`src/hdl/box_pkg.sv`:
```
// box plotter package: screen geometry, coordinate types and the box and pixel descriptors
`default_nettype none

package box_pkg;

    // frame buffer geometry, 160 x 120 with 3-bit colour
    localparam int screen_width  = 160;  // columns 0..159
    localparam int screen_height = 120;  // rows 0..119

    localparam int box_side = 4;  // plotted boxes are box_side x box_side

    // pixels the frame-buffer writer can absorb before it must hand a credit back
    // also the reset value of the credit counter
    localparam int credit_depth = 4;

    // coordinate and colour words
    typedef logic [7:0] x_t;         // pixel column, needs 8 bits for 160
    typedef logic [6:0] y_t;         // pixel row, wraps modulo 128
    typedef logic [6:0] coord_in_t;  // raw switch word, x or y
    typedef logic [2:0] colour_t;    // 3-bit rgb
    typedef logic [2:0] credit_t;    // 0..credit_depth

    localparam colour_t colour_black = 3'd0;  // clear paints with this

    // one drawing job handed from decode to raster, 33 bits
    typedef struct packed {
        x_t      x;       // left column
        y_t      y;       // top row
        x_t      width;   // columns in the box
        y_t      height;  // rows in the box
        colour_t colour;
    } box_t;

    // one pixel write toward the frame buffer, 18 bits
    typedef struct packed {
        x_t      x;
        y_t      y;
        colour_t colour;
    } pixel_t;

endpackage

`default_nettype wire

```
`src/hdl/box_cmd_decode.sv`:
```
// box command decoder: turns load x, plot and clear presses into box jobs and waits for the raster
`timescale 1ns/1ns
`default_nettype none

module box_cmd_decode (
    input  logic               clk,
    input  logic               resetn,
    input  logic               load_x,     // level, high while pressed
    input  logic               plot,       // level, high while pressed
    input  logic               clear,      // level, high while pressed
    input  box_pkg::coord_in_t coord_in,   // switch word, x or y depending on command
    input  box_pkg::colour_t   colour_in,
    input  logic               box_done,   // raster finished the job
    output logic               box_start,  // one-cycle job request
    output box_pkg::box_t      box         // held stable until box_done
);
    import box_pkg::*;

    // command sequencing states
    typedef enum logic [3:0] {
        s_idle,
        s_load_x,              // x just captured
        s_wait_x_release,
        s_wait_plot,
        s_wait_plot_release,
        s_clear,               // full-screen job just built
        s_wait_clear_release,
        s_start,               // box_start pulses here
        s_wait_done
    } state_t;

    state_t state;
    state_t state_nxt;

    x_t   x_org;       // x origin, kept across plots until next load_x
    logic take_x;      // load_x press accepted this cycle
    logic take_plot;   // plot press accepted this cycle
    logic take_clear;  // clear press accepted this cycle

    // press detection, clear wins over load_x, load_x over plot
    // a plot straight from idle reuses the previous x origin
    assign take_clear = (state == s_idle) && clear;
    assign take_x     = (state == s_idle) && !clear && load_x;
    assign take_plot  = ((state == s_wait_plot) && plot) ||
                        ((state == s_idle) && !clear && !load_x && plot);

    assign box_start = (state == s_start);  // exactly one cycle, then s_wait_done

    // next state
    always_comb
    begin
        state_nxt = state;
        case (state)
            s_idle:
            begin
                if (clear)
                    state_nxt = s_clear;
                else if (load_x)
                    state_nxt = s_load_x;
                else if (plot)
                    state_nxt = s_wait_plot_release;  // y and colour taken, x reused
            end
            s_load_x:
                // a single-cycle press skips the release wait
                state_nxt = load_x ? s_wait_x_release : s_wait_plot;
            s_wait_x_release:
                state_nxt = load_x ? s_wait_x_release : s_wait_plot;
            s_wait_plot:
                state_nxt = plot ? s_wait_plot_release : s_wait_plot;
            s_wait_plot_release:
                state_nxt = plot ? s_wait_plot_release : s_start;
            s_clear:
                state_nxt = clear ? s_wait_clear_release : s_start;
            s_wait_clear_release:
                state_nxt = clear ? s_wait_clear_release : s_start;
            s_start:
                state_nxt = s_wait_done;
            s_wait_done:
                state_nxt = box_done ? s_idle : s_wait_done;  // no new press until drawn
            default:
                state_nxt = s_idle;
        endcase
    end

    always_ff @(posedge clk)
    begin
        if (!resetn)
            state <= s_idle;
        else
            state <= state_nxt;
    end

    // x origin register, top bit always zero since the switches give only 7 bits
    always_ff @(posedge clk)
    begin
        if (!resetn)
            x_org <= '0;
        else if (take_x)
            x_org <= {1'b0, coord_in};
    end

    // job descriptor, written only in the press cycle so it is steady while drawing
    always_ff @(posedge clk)
    begin
        if (take_clear)
        begin
            box <= '{x:      '0,
                     y:      '0,
                     width:  x_t'(screen_width),
                     height: y_t'(screen_height),
                     colour: colour_black};  // whole frame, black
        end
        else if (take_plot)
        begin
            box <= '{x:      x_org,
                     y:      coord_in,           // switch word is the y origin now
                     width:  x_t'(box_side),
                     height: y_t'(box_side),
                     colour: colour_in};
        end
    end

endmodule

`default_nettype wire

```
`src/hdl/box_plotter.sv`:
```
// box plotter top: command decode, raster walk and credited pixel output
`timescale 1ns/1ns
`default_nettype none

module box_plotter (
    input  logic               clk,
    input  logic               resetn,
    input  logic               load_x,
    input  logic               plot,
    input  logic               clear,
    input  box_pkg::coord_in_t coord_in,
    input  box_pkg::colour_t   colour_in,
    input  logic               credit_return,
    output logic               pixel_valid,
    output box_pkg::pixel_t    pixel
);
    import box_pkg::*;

    // decode to raster, start/done handshake
    logic   box_start;
    logic   box_done;
    box_t   box;

    // raster to output stage
    logic   pix_issue;
    logic   credit_ok;
    pixel_t pix;

    box_cmd_decode decode_i (
        .clk       (clk),
        .resetn    (resetn),
        .load_x    (load_x),
        .plot      (plot),
        .clear     (clear),
        .coord_in  (coord_in),
        .colour_in (colour_in),
        .box_done  (box_done),
        .box_start (box_start),
        .box       (box)
    );

    box_raster raster_i (
        .clk       (clk),
        .resetn    (resetn),
        .box_start (box_start),
        .box       (box),
        .credit_ok (credit_ok),
        .box_done  (box_done),
        .pix_issue (pix_issue),
        .pix       (pix)
    );

    pixel_out out_i (
        .clk           (clk),
        .resetn        (resetn),
        .pix_issue     (pix_issue),
        .pix           (pix),
        .credit_return (credit_return),
        .credit_ok     (credit_ok),
        .pixel_valid   (pixel_valid),
        .pixel         (pixel)
    );

endmodule

`default_nettype wire

```
`src/hdl/box_raster.sv`:
```
// box raster walker: steps through a box row by row, one pixel per cycle with a credit available
`timescale 1ns/1ns
`default_nettype none

module box_raster (
    input  logic             clk,
    input  logic             resetn,
    input  logic             box_start,  // load a new job
    input  box_pkg::box_t    box,
    input  logic             credit_ok,  // downstream can take a pixel
    output logic             box_done,   // cycle after the last pixel issued
    output logic             pix_issue,  // pix is taken this cycle
    output box_pkg::pixel_t  pix
);
    import box_pkg::*;

    x_t      cur_x;       // column being issued
    y_t      cur_y;       // row being issued
    x_t      org_x;       // left column, reloaded at each row end
    x_t      end_x;       // right column of the box
    y_t      end_y;       // bottom row, may have wrapped past 127
    colour_t box_colour;  // colour of every pixel in the job
    logic    busy;        // job in progress
    logic    last_col;
    logic    last_row;

    assign last_col = (cur_x == end_x);
    assign last_row = (cur_y == end_y);  // row compare is 7-bit, so wrapped boxes end correctly

    // position only advances when a pixel actually goes out,
    // so under back-pressure the walker just parks on the current pixel
    assign pix_issue = busy && credit_ok;

    assign pix = '{x: cur_x, y: cur_y, colour: box_colour};

    // busy flag and done pulse
    always_ff @(posedge clk)
    begin
        if (!resetn)
        begin
            busy     <= 1'b0;
            box_done <= 1'b0;
        end
        else
        begin
            box_done <= 1'b0;  // pulse by default
            if (box_start)
                busy <= 1'b1;  // first pixel can go next cycle
            else if (pix_issue && last_col && last_row)
            begin
                busy     <= 1'b0;
                box_done <= 1'b1;  // final position just issued
            end
        end
    end

    // position and job registers
    always_ff @(posedge clk)
    begin
        if (box_start)
        begin
            cur_x      <= box.x;
            cur_y      <= box.y;
            org_x      <= box.x;
            end_x      <= box.x + box.width - x_t'(1);   // inclusive right edge
            end_y      <= box.y + box.height - y_t'(1);  // inclusive bottom, modulo 128
            box_colour <= box.colour;
        end
        else if (pix_issue)
        begin
            if (last_col)
            begin
                cur_x <= org_x;            // back to left edge
                cur_y <= cur_y + y_t'(1);  // next row, 127 rolls to 0
            end
            else
                cur_x <= cur_x + x_t'(1);
        end
    end

endmodule

`default_nettype wire

```
`src/hdl/pixel_out.sv`:
```
// pixel output stage: registers issued pixels and tracks credits toward the frame-buffer writer
`timescale 1ns/1ns
`default_nettype none

module pixel_out (
    input  logic             clk,
    input  logic             resetn,
    input  logic             pix_issue,      // raster hands over a pixel
    input  box_pkg::pixel_t  pix,
    input  logic             credit_return,  // writer frees one slot
    output logic             credit_ok,      // at least one credit left
    output logic             pixel_valid,
    output box_pkg::pixel_t  pixel
);
    import box_pkg::*;

    credit_t credits;  // slots the writer still has free

    assign credit_ok = (credits != '0);

    // valid bit and credit count
    always_ff @(posedge clk)
    begin
        if (!resetn)
        begin
            pixel_valid <= 1'b0;
            credits     <= credit_t'(credit_depth);  // writer starts empty
        end
        else
        begin
            pixel_valid <= pix_issue;  // one cycle behind the issue
            case ({pix_issue, credit_return})
                2'b10:   credits <= credits - credit_t'(1);  // spend
                2'b01:   credits <= credits + credit_t'(1);  // refund
                default: credits <= credits;                 // none or both, net zero
            endcase
        end
    end

    // pixel word, only written when a new one issues
    always_ff @(posedge clk)
    begin
        if (pix_issue)
            pixel <= pix;
    end

endmodule

`default_nettype wire

```
`config.mk`:
```
export PLATFORM = sky130hd
export DESIGN_NAME = box_plotter
export DESIGN_NICKNAME = d
export VERILOG_FILES = /design/src/hdl/box_pkg.sv /design/src/hdl/box_cmd_decode.sv /design/src/hdl/box_plotter.sv /design/src/hdl/box_raster.sv /design/src/hdl/pixel_out.sv
export SDC_FILE = /design/constraint.sdc
export NUM_CORES = 1
export LEC_CHECK = 0
export BUFFER_PORTS_ARGS = -buffer_cell sky130_fd_sc_hd__buf_2
export CAP_MARGIN = 20
export CORE_ASPECT_RATIO = 1.5
export CORE_MARGIN = 2
export CORE_UTILIZATION = 26
export CTS_CLUSTER_DIAMETER = 60
export DETAILED_ROUTE_END_ITERATION = 12
export SYNTH_ARGS = -nofsm -noshare
export SYNTH_HDL_FRONTEND = slang
export SYNTH_SLANG_ARGS = --single-unit
```
`constraint.sdc`:
```
create_clock -name clk -period 3.31 [get_ports clk]
set_input_delay 0.1655 -clock clk [delete_from_list [all_inputs] [get_ports clk]]
set_output_delay 0.1655 -clock clk [all_outputs]
set_load 0.005 [all_outputs]
```
==> results.json <==
{
  "grt_use_met3_pct": 2.53,
  "rows": 58,
  "portBuffers": 34,
  "arrival_ns": 2.63,
  "initial_core_util_pct": 26.6,
  "finalWirelength_um": 8390,
  "synth_top_area_share_pct": 38.9,
  "synth_top_area_cell": "edfxtp_1",
  "netlist-cell-type-count": 47,
  "viasPerCell": 4.46,
  "cp.required_ns": 3.60,
  "leakagePower_uw": 0.00208,
  "ys_warn_count": 0,
  "synth.net_count": 432,
  "finalSetupViolations": 0,
  "hold_violations": 0,
  "holdWs_ns": 0.0539,
  "die_width_um": 111,
  "num-nets-final": 466,
  "drc": 0,
  "avgSynthCellArea_um2": 11.4,
  "clk_latency_ns": 0.35,
  "drive_above_1_share_pct": 13.0,
  "final_cell_mix": "edfxtp_1, nor2_1, dfxtp_1",
  "gp_congestion": 0.799,
  "drv_cap": 0,
  "fp.coreArea_um2": 16800,
  "overflow": 0,
  "max_freq_mhz": 429,
  "ys_top_cells_by_area": "edfxtp_1, dfxtp_1, xnor2_1",
  "post_cts_resized": 0,
  "startpoint_type": "flip-flop",
  "layout_commonest_cell": "edfxtp_1",
  "grt_use_total_pct": 9.52,
  "vdd_drop_max_mv": 0.272,
  "drt_first_iter_violations": 127,
  "routedWlPerCell_um": 13.1,
  "p_per_area_nw_per_um2": 746,
  "grt_max_degree": 26,
  "die_h_um": 165,
  "cts-root-buf": "clkbuf_16",
  "vias": 2865,
  "syn_inst": 393,
  "synth-seq-cells": 94,
  "hold_buffers": 0,
  "antenna_found_initial": 0,
  "skew_ns": 0.00693,
  "io_pins": 35,
  "dr.pass1.iters": 4,
  "grt_pass1_wl_um": 13700,
  "synth_edf_count": 58,
  "status": "complete, no violations",
  "fin_crit_sh_pct": 70.5,
  "worstSetupPathType": "flip-flop to flip-flop",
  "dp_hpwl_um": 6480,
  "diodes": 0,
  "final_util_pct": 30.8,
  "critPathMaxFanout": 6,
  "area_growth_pct": 15.8,
  "relSlewSlack_pct": 39.5,
  "use_met2_pct": 17.3,
  "path_clk_slew_ns": 0.07,
  "netlist_area_um2": 4480,
  "met1_usage_pct": 10.3,
  "antenna_left": 0,
  "dieArea_um2": 18300,
  "synthFlopType": "edfxtp_1",
  "hold_class": "input port to flip-flop",
  "cts_max_level": 3,
  "worstSetupEndpointType": "flip-flop",
  "cts_setup_buffers": 0,
  "tightest_slew_ns": 0.907,
  "setup-tns-final_ns": 0,
  "finalMaxSlewViolations": 0,
  "ys_async_sr_fraction_pct": 0,
  "clock_sinks": 94,
  "rsz0062_at_grt": "no",
  "cts_made_buffers": 9,
  "min_period_ns": 2.33,
  "grt.busiest_layer": "met2",
  "cts_max_path_buffers": 2,
  "grt_pass1_vias": 2844,
  "ys_seq_area_share_pct": 55.0,
  "cts_tree": "yes"
}
-- Yosys cell counts, drive strengths merged, types with 2 or more instances --
cell type	count
o21a	2
inv	34
nand2	16
or4	2
and3	2
and2	3
nor3	9
a21oi	13
ha	20
a21boi	4
o21ai	11
a31oi	5
nand2b	3
dfxtp	36
o31ai	4
nor2	36
xnor2	30
o41ai	2
mux2i	25
and4	2
or3	3
nand4	3
fa	3
a21o	5
edfxtp	58
o2111ai	2
o21bai	2
o211ai	2
xor2	8
clkbuf	11
buf	4
a211oi	2
nand3	10
nor2b	11
-- metal layers --
layer	up-vias	wire length, um
met5	-	0
met4	0	182
met3	13	279
met2	43	4470
met1	1351	3450
li1	1458	-
-- logic make-up (layout without fill, tap and decap cells) --
logic type	count (synthesis)	in the layout	share of synthesized area, %
DFF	94	94	55.0
adders and majority gates	23	23	6.93
xor gates and xnor gates	38	38	7.43
muxes	25	25	5.59
buffers and inverters	49	88	4.67
AOI/OAI and AO/OA	58	58	8.55
and+or+nand+nor	106	106	11.8
-- final cells by class --
type / instances / area (um2)
Clock buffer: 11 / 264
Fill cell: 1720 / 11700
Sequential cell: 94 / 2460
Multi-Input combinational cell: 250 / 1810
Clock inverter: 5 / 62.6
Inverter: 34 / 128
Tap cell: 210 / 263
Timing Repair Buffer: 38 / 200
-- per-stage QoR --
step                      cell area, um2  instances  total power (uW)  worst slack [ns]
final                               5180        642              3870             0.977
after global routing                5180        642              4120             0.817
after CTS                           5180        642              3900             0.950
after detailed placement            4860        626              2780             0.967
after global placement              4860        626              2720              1.06
after floorplan                     4480        393              2550             0.970
-- worst max-delay path: stages, from the launching register on --
cell     delay [ns]
dfxtp_1        0.35
o31ai_1        0.60
ha_1           0.31
inv_1          0.06
fa_1           0.37
xor2_1         0.18
or3_1          0.31
nand3_1        0.08
-- path summary, 6_finish.rpt --
check	from	end	slack (ns)	depth (start not counted)
worst max-delay path	out_i.credits[0]	out_i.credits[2]	0.98	7
worst min-delay path	colour_in[0]	decode_i.box[0]	0.05	3
worst max register to register	out_i.credits[0]	out_i.credits[2]	0.98	7
worst min register to register	raster_i.box_colour[2]	out_i.pixel[2]	0.42	0
-- flip-flops by register name, summed over array words and instances, names as in the netlist --
| register | flops |
|---|---|
| out_i.pixel | 18 |
| out_i.pixel_valid | 1 |
| raster_i.box_done | 1 |
| raster_i.busy | 1 |
| raster_i.cur_x | 8 |
| raster_i.end_y | 7 |
| raster_i.end_x | 8 |
| out_i.credits | 3 |
| raster_i.org_x | 7 |
| decode_i.box | 19 |
| decode_i.x_org | 7 |
| raster_i.box_colour | 3 |
| raster_i.cur_y | 7 |
| decode_i.state | 4 |
-- power by group --
part	switching [uW]	internal, uW	leakage (uW)
registers	154	1490	0.000813
logic	598	517	0.00111
clock network	451	658	0.000162
No activity file was read; power rests on OpenSTA's default activity.
